==> config.mk <==
export PLATFORM = sky130hd
export DESIGN_NAME = rob_core
export DESIGN_NICKNAME = d
export VERILOG_FILES = /design/src/rob_pkg.sv /design/src/rob_entry.sv /design/src/reorder_buffer.sv /design/src/map_table.sv /design/src/committed_state.sv /design/src/rob_core.sv
export SDC_FILE = /design/constraint.sdc
export NUM_CORES = 2
export LEC_CHECK = 0
export ABC_AREA = 1
export BUFFER_PORTS_ARGS = -buffer_cell sky130_fd_sc_hd__buf_2
export CAP_MARGIN = 5
export CORE_ASPECT_RATIO = 0.8
export CORE_MARGIN = 3
export CORE_UTILIZATION = 45
export DETAILED_ROUTE_END_ITERATION = 8
export SLEW_MARGIN = 25
export SYNTH_ARGS = -nofsm -noshare
export SYNTH_HDL_FRONTEND = slang
export SYNTH_SLANG_ARGS = --single-unit
==> constraint.sdc <==
create_clock -name clock -period 3.1 [get_ports clock]
set_input_delay 0.31 -clock clock [delete_from_list [all_inputs] [get_ports clock]]
set_output_delay 0.31 -clock clock [all_outputs]
set_load 0.02 [all_outputs]
==> src/rob_pkg.sv <==
// shared widths, sizes and vector typedefs for the reorder buffer core
`default_nettype none

package rob_pkg;

    localparam int unsigned xlen     = 32;  // data width
    localparam int unsigned rob_len  = 8;   // reorder buffer entries
    localparam int unsigned tag_bits = 3;   // log2 of rob_len
    localparam int unsigned num_regs = 32;  // architectural registers
    localparam int unsigned reg_bits = 5;   // log2 of num_regs

    // data word for results, pcs and operands
    typedef logic [xlen-1:0] word_t;

    // reorder buffer index, also the rename tag
    typedef logic [tag_bits-1:0] rob_tag_t;

    // architectural register index
    typedef logic [reg_bits-1:0] reg_idx_t;

    // hardwired zero, never renamed or written
    localparam reg_idx_t zero_reg = '0;

endpackage

`default_nettype wire

==> src/rob_entry.sv <==
// rob_entry, a single reorder buffer slot with done and mispredict flags
`timescale 1ns/1ns
`default_nettype none

module rob_entry (
    input  logic              clock,
    input  logic              reset,
    input  logic              flush,          // squash drops the slot
    input  logic              alloc,          // dispatch into this slot
    input  rob_pkg::reg_idx_t dest_reg_in,
    input  rob_pkg::word_t    pc_in,
    input  logic              complete,       // result bus hit
    input  rob_pkg::word_t    value_in,
    input  logic              mispredict_in,
    input  logic              release_entry,  // retired from head
    output logic              done,
    output logic              mispredict,
    output rob_pkg::reg_idx_t dest_reg,
    output rob_pkg::word_t    value,
    output rob_pkg::word_t    pc
);

    logic occupied;  // slot allocated and not yet retired

    always_ff @(posedge clock) begin
        if (reset || flush) begin
            occupied   <= 1'b0;
            done       <= 1'b0;
            mispredict <= 1'b0;
        end else if (alloc) begin
            occupied   <= 1'b1;
            done       <= 1'b0;
            mispredict <= 1'b0;  // stale flag from previous owner
        end else if (complete) begin
            done       <= 1'b1;
            mispredict <= mispredict_in;
        end else if (release_entry) begin
            occupied <= 1'b0;
            done     <= 1'b0;
        end
    end

    // instruction payload
    always_ff @(posedge clock) begin
        if (alloc) begin
            dest_reg <= dest_reg_in;
            pc       <= pc_in;
        end
        if (complete)
            value <= value_in;
    end

    // result bus may only target a slot handed out by an earlier dispatch
    a_complete_occupied: assert property (@(posedge clock) disable iff (reset)
        complete |-> occupied)
        else $error("rob_entry: completion for an unallocated slot");

endmodule

`default_nettype wire

==> src/reorder_buffer.sv <==
// reorder_buffer, head and tail pointers, slot array, in-order retire and squash
`timescale 1ns/1ns
`default_nettype none

module reorder_buffer (
    input  logic              clock,
    input  logic              reset,
    input  logic              dispatch_valid,
    input  rob_pkg::reg_idx_t dispatch_reg,
    input  rob_pkg::word_t    dispatch_pc,
    input  logic              complete_valid,
    input  rob_pkg::rob_tag_t complete_tag,
    input  rob_pkg::word_t    complete_value,
    input  logic              complete_mispredict,
    output rob_pkg::rob_tag_t dispatch_tag,
    output logic              rob_full,
    output logic              retire_valid,
    output rob_pkg::rob_tag_t retire_tag,
    output rob_pkg::reg_idx_t retire_reg,
    output rob_pkg::word_t    retire_value,
    output rob_pkg::word_t    retire_pc,
    output logic              squash,
    input  rob_pkg::rob_tag_t lookup_tag,
    output logic              lookup_done,
    output rob_pkg::word_t    lookup_value
);

    rob_pkg::rob_tag_t          head;
    rob_pkg::rob_tag_t          tail;
    logic [rob_pkg::tag_bits:0] count;  // one extra bit to tell full from empty

    logic [rob_pkg::rob_len-1:0] alloc;
    logic [rob_pkg::rob_len-1:0] complete;
    logic [rob_pkg::rob_len-1:0] release_vec;
    logic [rob_pkg::rob_len-1:0] entry_done;
    logic [rob_pkg::rob_len-1:0] entry_mispredict;
    rob_pkg::reg_idx_t           entry_reg   [rob_pkg::rob_len];
    rob_pkg::word_t              entry_value [rob_pkg::rob_len];
    rob_pkg::word_t              entry_pc    [rob_pkg::rob_len];

    assign dispatch_tag = tail;  // tag handed out in the dispatch cycle
    assign rob_full     = (count == rob_pkg::rob_len[rob_pkg::tag_bits:0]);

    // oldest entry leaves as soon as its result is in
    assign retire_valid = entry_done[head];
    assign retire_tag   = head;
    assign retire_reg   = entry_reg[head];
    assign retire_value = entry_value[head];
    assign retire_pc    = entry_pc[head];
    assign squash       = retire_valid && entry_mispredict[head];

    // operand forwarding read
    assign lookup_done  = entry_done[lookup_tag];
    assign lookup_value = entry_value[lookup_tag];

    for (genvar i = 0; i < rob_pkg::rob_len; i++) begin : g_slot
        assign alloc[i]       = dispatch_valid && (tail == rob_pkg::rob_tag_t'(i));
        assign complete[i]    = complete_valid && (complete_tag == rob_pkg::rob_tag_t'(i));
        assign release_vec[i] = retire_valid && (head == rob_pkg::rob_tag_t'(i));

        rob_entry u_entry (
            .clock         (clock),
            .reset         (reset),
            .flush         (squash),
            .alloc         (alloc[i]),
            .dest_reg_in   (dispatch_reg),
            .pc_in         (dispatch_pc),
            .complete      (complete[i]),
            .value_in      (complete_value),
            .mispredict_in (complete_mispredict),
            .release_entry (release_vec[i]),
            .done          (entry_done[i]),
            .mispredict    (entry_mispredict[i]),
            .dest_reg      (entry_reg[i]),
            .value         (entry_value[i]),
            .pc            (entry_pc[i])
        );
    end

    always_ff @(posedge clock) begin
        if (reset) begin
            head  <= '0;
            tail  <= '0;
            count <= '0;
        end else if (squash) begin
            // branch itself retires, everything younger is gone
            head  <= head + 1'b1;
            tail  <= head + 1'b1;
            count <= '0;
        end else begin
            if (retire_valid)
                head <= head + 1'b1;
            if (dispatch_valid)
                tail <= tail + 1'b1;
            case ({dispatch_valid, retire_valid})
                2'b10:   count <= count + 1'b1;
                2'b01:   count <= count - 1'b1;
                default: count <= count;  // none or both
            endcase
        end
    end

    // no back-pressure, so the front end must watch rob_full
    a_no_dispatch_full: assert property (@(posedge clock) disable iff (reset)
        dispatch_valid |-> !rob_full)
        else $error("reorder_buffer: dispatch while full");

    // a done flag at the head implies a live entry
    a_no_retire_empty: assert property (@(posedge clock) disable iff (reset)
        retire_valid |-> (count != '0))
        else $error("reorder_buffer: retire while empty");

endmodule

`default_nettype wire

==> src/map_table.sv <==
// map_table, rename table from architectural register to reorder buffer tag
`timescale 1ns/1ns
`default_nettype none

module map_table (
    input  logic              clock,
    input  logic              reset,
    input  logic              dispatch_valid,
    input  rob_pkg::reg_idx_t dispatch_reg,
    input  rob_pkg::rob_tag_t dispatch_tag,
    input  logic              retire_valid,
    input  rob_pkg::rob_tag_t retire_tag,
    input  logic              squash,
    input  rob_pkg::reg_idx_t src_reg,
    output logic              src_mapped,
    output rob_pkg::rob_tag_t src_map_tag
);

    logic [rob_pkg::num_regs-1:0] map_valid;
    rob_pkg::rob_tag_t            map_tag [rob_pkg::num_regs];

    // mapping valid flags
    always_ff @(posedge clock) begin
        if (reset || squash) begin
            map_valid <= '0;  // every register back to committed state
        end else begin
            for (int r = 0; r < rob_pkg::num_regs; r++) begin
                if (dispatch_valid && dispatch_reg == rob_pkg::reg_idx_t'(r)
                        && dispatch_reg != rob_pkg::zero_reg) begin
                    map_valid[r] <= 1'b1;  // newest producer wins
                end else if (retire_valid && map_valid[r] && map_tag[r] == retire_tag) begin
                    map_valid[r] <= 1'b0;  // value now in the register file
                end
            end
        end
    end

    // producer tags
    always_ff @(posedge clock) begin
        if (dispatch_valid && dispatch_reg != rob_pkg::zero_reg)
            map_tag[dispatch_reg] <= dispatch_tag;
    end

    assign src_mapped  = map_valid[src_reg];
    assign src_map_tag = map_tag[src_reg];

endmodule

`default_nettype wire

==> src/committed_state.sv <==
// committed register file and source operand resolution
`timescale 1ns/1ns
`default_nettype none

module committed_state (
    input  logic              clock,
    input  logic              reset,
    input  logic              retire_valid,
    input  rob_pkg::reg_idx_t retire_reg,
    input  rob_pkg::word_t    retire_value,
    input  rob_pkg::reg_idx_t src_reg,
    input  logic              src_mapped,
    input  rob_pkg::rob_tag_t src_map_tag,
    input  logic              lookup_done,
    input  rob_pkg::word_t    lookup_value,
    output rob_pkg::rob_tag_t lookup_tag,
    output logic              src_ready,
    output rob_pkg::word_t    src_value,
    output rob_pkg::rob_tag_t src_tag
);

    rob_pkg::word_t regs [rob_pkg::num_regs];
    rob_pkg::word_t committed_value;

    always_ff @(posedge clock) begin
        if (reset) begin
            for (int r = 0; r < rob_pkg::num_regs; r++)
                regs[r] <= '0;
        end else if (retire_valid && retire_reg != rob_pkg::zero_reg) begin
            regs[retire_reg] <= retire_value;
        end
    end

    assign committed_value = (src_reg == rob_pkg::zero_reg) ? '0 : regs[src_reg];

    // renamed source asks the buffer whether its producer is done
    assign lookup_tag = src_map_tag;

    always_comb begin
        if (!src_mapped) begin
            src_ready = 1'b1;
            src_value = committed_value;
        end else if (lookup_done) begin
            src_ready = 1'b1;  // forwarded from the buffer
            src_value = lookup_value;
        end else begin
            src_ready = 1'b0;  // wait on src_tag
            src_value = '0;
        end
    end

    assign src_tag = src_map_tag;

    // zero register stays zero even when an instruction targets it
    a_zero_reg_kept: assert property (@(posedge clock) disable iff (reset)
        (retire_valid && retire_reg == rob_pkg::zero_reg) |=> regs[rob_pkg::zero_reg] == '0)
        else $error("committed_state: register zero was written");

endmodule

`default_nettype wire

==> src/rob_core.sv <==
// rob_core, top level joining the reorder buffer, map table and committed state
`timescale 1ns/1ns
`default_nettype none

module rob_core (
    input  logic              clock,
    input  logic              reset,
    input  logic              dispatch_valid,
    input  rob_pkg::reg_idx_t dispatch_reg,
    input  rob_pkg::word_t    dispatch_pc,
    input  logic              complete_valid,
    input  rob_pkg::rob_tag_t complete_tag,
    input  rob_pkg::word_t    complete_value,
    input  logic              complete_mispredict,
    input  rob_pkg::reg_idx_t src_reg,
    output rob_pkg::rob_tag_t dispatch_tag,
    output logic              rob_full,
    output logic              retire_valid,
    output rob_pkg::reg_idx_t retire_reg,
    output rob_pkg::word_t    retire_value,
    output rob_pkg::word_t    retire_pc,
    output logic              squash,
    output logic              src_ready,
    output rob_pkg::word_t    src_value,
    output rob_pkg::rob_tag_t src_tag
);

    rob_pkg::rob_tag_t retire_tag;
    rob_pkg::rob_tag_t lookup_tag;
    logic              lookup_done;
    rob_pkg::word_t    lookup_value;
    logic              src_mapped;
    rob_pkg::rob_tag_t src_map_tag;

    reorder_buffer u_reorder_buffer (
        .clock               (clock),
        .reset               (reset),
        .dispatch_valid      (dispatch_valid),
        .dispatch_reg        (dispatch_reg),
        .dispatch_pc         (dispatch_pc),
        .complete_valid      (complete_valid),
        .complete_tag        (complete_tag),
        .complete_value      (complete_value),
        .complete_mispredict (complete_mispredict),
        .dispatch_tag        (dispatch_tag),
        .rob_full            (rob_full),
        .retire_valid        (retire_valid),
        .retire_tag          (retire_tag),
        .retire_reg          (retire_reg),
        .retire_value        (retire_value),
        .retire_pc           (retire_pc),
        .squash              (squash),
        .lookup_tag          (lookup_tag),
        .lookup_done         (lookup_done),
        .lookup_value        (lookup_value)
    );

    map_table u_map_table (
        .clock          (clock),
        .reset          (reset),
        .dispatch_valid (dispatch_valid),
        .dispatch_reg   (dispatch_reg),
        .dispatch_tag   (dispatch_tag),
        .retire_valid   (retire_valid),
        .retire_tag     (retire_tag),
        .squash         (squash),
        .src_reg        (src_reg),
        .src_mapped     (src_mapped),
        .src_map_tag    (src_map_tag)
    );

    // operand view merges both halves
    committed_state u_committed_state (
        .clock        (clock),
        .reset        (reset),
        .retire_valid (retire_valid),
        .retire_reg   (retire_reg),
        .retire_value (retire_value),
        .src_reg      (src_reg),
        .src_mapped   (src_mapped),
        .src_map_tag  (src_map_tag),
        .lookup_done  (lookup_done),
        .lookup_value (lookup_value),
        .lookup_tag   (lookup_tag),
        .src_ready    (src_ready),
        .src_value    (src_value),
        .src_tag      (src_tag)
    );

endmodule

`default_nettype wire

==> impl_metrics.toml <==
[global_routing]
grt_pass1_wl_mm = 387
grt_antenna_before_repair = 25
first_global_vias = 56700
grt_max_degree = 108
gr-usage-all-layers_pct = 29.8
overflow = 0

[cells_and_area]
n_fill_cell = 14300
synthToLayoutAreaGrowth_pct = 21.5
largest-register = "u_committed_state.regs"
largest_reg_flops = 1024
final_cells = 10100
mostFrequentLayoutCells = "1997 x nor2_1, 1672 x edfxtp_1, 905 x o21ai_0"
nets = 7805
fin_area_mm2 = 0.0934
final_common_cell = "nor2_1"
multi_input_area_mm2 = 0.0237
drive_above_1_share_pct = 16.8
largest_registers = "u_committed_state.regs x1024, u_reorder_buffer.g_slot.u_entry.pc x256, u_reorder_buffer.g_slot.u_entry.value x256"
regArea_mm2 = 0.0514

[synth]
yosysWarnings = 0
yosys.area.top_type = "edfxtp_1"
ys_seq_area_share_pct = 66.8
yosys-top-cells-area = "edfxtp_1 65%, nor2_1 9.8%, o21ai_0 6.1%, nand2_1 3.1%, nand3_1 2.7%"
syn-cell-area_mm2 = 0.0769
synth_cell_type_count = 41
yosys.area.top_type_share_pct = 65.3
syn_area_per_cell_um2 = 10.5
ys_seq_elements = 1730
netlist_instances = 7289

[outcome]
violations = "setup timing"
outcome = "finished, violations left"

[sta]
skew_ns = 0.0562
min_period_ns = 3.58
rsz0062_at_grt = "true"
fin_crit_sh_pct = 115
maxSlewViolCount = 0
finalWorstSetupSlack_ns = -0.477
fmax_mhz = 280
tightest_slew_ns = 0.844
finalSetupViolations = 33
timing_hold_violations_final = 0
relSlewSlack_pct = 43.1

[placed_design]
dp.cells = 9664
portBuffers = 192
hpwl_mm = 162
place.gp.congestion = 1.12
place_area_mm2 = 0.0843

[cts]
clockRootBuffer = "clkbuf_16"
clk_latency_ns = 0.81
cts_made_buffers = 175
clk_pin_slew_worst_paths_ns = 0.06
clkSinkCount = 1730
cts-htree-levels = 4
cts_buffer_depth = 3
cts_tree = "built"

[power_and_ir_drop]
power.leakage_nw = 35.0
internal_power_mw = 43.7
p_per_area_mw_per_mm2 = 733
vdd_ir_drop_max_v = 0.000857
switchingPower_mw = 24.7
finalPower_mw = 68.4
seqPwrFrac_pct = 39.3
p_sw_share_pct = 36.1
p_comb_share_pct = 30.8
clockPowerShare_pct = 29.9

[floorplanning]
core_mm2 = 0.170
initial_core_util_pct = 45.3
std_cell_rows = 135
die_x_um = 468
io_pins = 193
die_y_um = 376
die_area_mm2 = 0.176

[setup_path]
end_kind = "primary output"
cp-start-kind = "flip-flop"
rr_worst_depth = 12
crit_type = "reg2out"
cp.arrival_ns = 3.27
crit_fanout = 8
worstPathRequired_ns = 2.79

[routing]
dr.pass1.iters = 6
drc_errors = 0
vias = 61100
wl_per_cell_um = 26.7
drt_iter0_drc = 9040
viasPerCell = 6.04
ant_nets = 0
wirelength_mm = 271

[job]
maxCapViolCount = 0

[hold_path]
min_path_type = "in2reg"
worstHoldPathCells = 6
==> timing repair <==
action,CTS,global route
hold endpoints to repair,565,0
hold buffers,73,0
gates resized for setup,320,168
endpoints found under the setup margin,92,293
cloned,18,15
setup buffers,21,21
pin swaps,38,72
==> cells by family (layout without fill, tap and decap cells) <==
kind of cell    after synthesis  after routing  share of synthesized area, %
simple gates               3096           3096                          16.0
flops                      1730           1730                          66.8
compound gates             1514           1514                          11.4
buf+inv                     838           1363                          4.44
xor+xnor                     95             95                          1.08
fa+ha+maj                    15             15                         0.244
other cells                   1             46                       0.00488
==> area by class of cell <==
type | count | share of cell area (%)
Antenna cell | 11 | 0.0295
Clock buffer | 224 | 4.95
Clock inverter | 93 | 0.930
Inverter | 208 | 0.886
Multi-Input combinational cell | 4755 | 25.4
Sequential cell | 1730 | 55.0
Tap cell | 2260 | 3.03
Timing Repair Buffer | 836 | 9.71
Timing Repair inverter | 2 | 0.0188
==> path summary, 6_finish.rpt <==
path | from | endpoint | slack, ns
setup / recovery | u_map_table.map_tag[4][0] | src_value[15] | -0.48
hold / removal | complete_tag[2] | u_reorder_buffer.g_slot[3].u_entry.mispredict | 0.22
setup reg to reg | u_reorder_buffer.retire_tag[0] | u_committed_state.regs[28][10] | 0.10
hold reg to reg | u_map_table.map_valid[23] | u_map_table.map_valid[23] | 0.47
==> power groups by stage <==
stage	combinational, mW	sequential, mW	clock, mW
5_1_grt	21.9	27.0	21.6
3_3_place_gp	18.2	27.4	0
2_1_floorplan	9.57	27.3	0
4_1_cts	19.7	26.9	20.7
6_report	21.1	26.9	20.5
3_5_place_dp	18.4	27.4	0
==> worst max-delay path, stage by stage, from the launching register on <==
cell	delay, ns
edfxtp_1	0.41
inv_1	0.09
nand2_1	0.06
nand3_2	0.07
nand2_2	0.06
nand2_1	0.07
nand2_2	0.11
nand2_2	0.11
nand3_4	0.14
buf_12	0.21
nand3_1	0.12
nand3_2	0.10
nand2_2	0.10
nand2_4	0.08
nand2_8	0.15
clkbuf_16	0.19
nand3_2	0.16
nand2_4	0.14
buf_6	0.12
==> layer usage <==
| metal | share of wire [%] | up-vias | GRT usage [%] |
|---|---|---|---|
| li1 | - | 26500 | - |
| met1 | 40 | 30100 | 42.7 |
| met2 | 43 | 3925 | 42.9 |
| met3 | 13 | 564 | 8.21 |
| met4 | 4.3 | 12 | 11.7 |
| met5 | 0.024 | - | 0 |
==> cells in the mapped netlist, drive strengths merged <==
library cell,n
a221oi,2
edfxtp,1672
o211ai,39
or2,4
xor2,75
clkbuf,456
o221ai,171
conb,1
nor3,5
nand4,7
o22ai,185
nor2,2028
o31ai,1
clkinv,2
nand3b,5
o41ai,24
nor4,1
a211oi,5
a21oi,80
ha,15
inv,206
a31oi,58
nand2,633
a2111oi,1
nand3,413
a22oi,1
dfxtp,58
buf,174
o21ai,947
xnor2,20
==> through the flow <==
| step | setup TNS (ns) | util (%) | worst slack [ns] | hold WS, ns |
|---|---|---|---|---|
| after floorplan | -17.93 | - | -0.109 | 0.379 |
| after global placement | -2.93 | 49.7 | -0.242 | 0.452 |
| after detailed placement | -2.61 | 49.7 | -0.256 | 0.455 |
| after CTS | -14.01 | 54.5 | -0.498 | 0.143 |
| after global routing | -16.47 | 55.0 | -0.565 | 0.198 |
| final | -13.29 | 55.1 | -0.477 | 0.216 |
No activity file was read; power rests on OpenSTA's default activity.
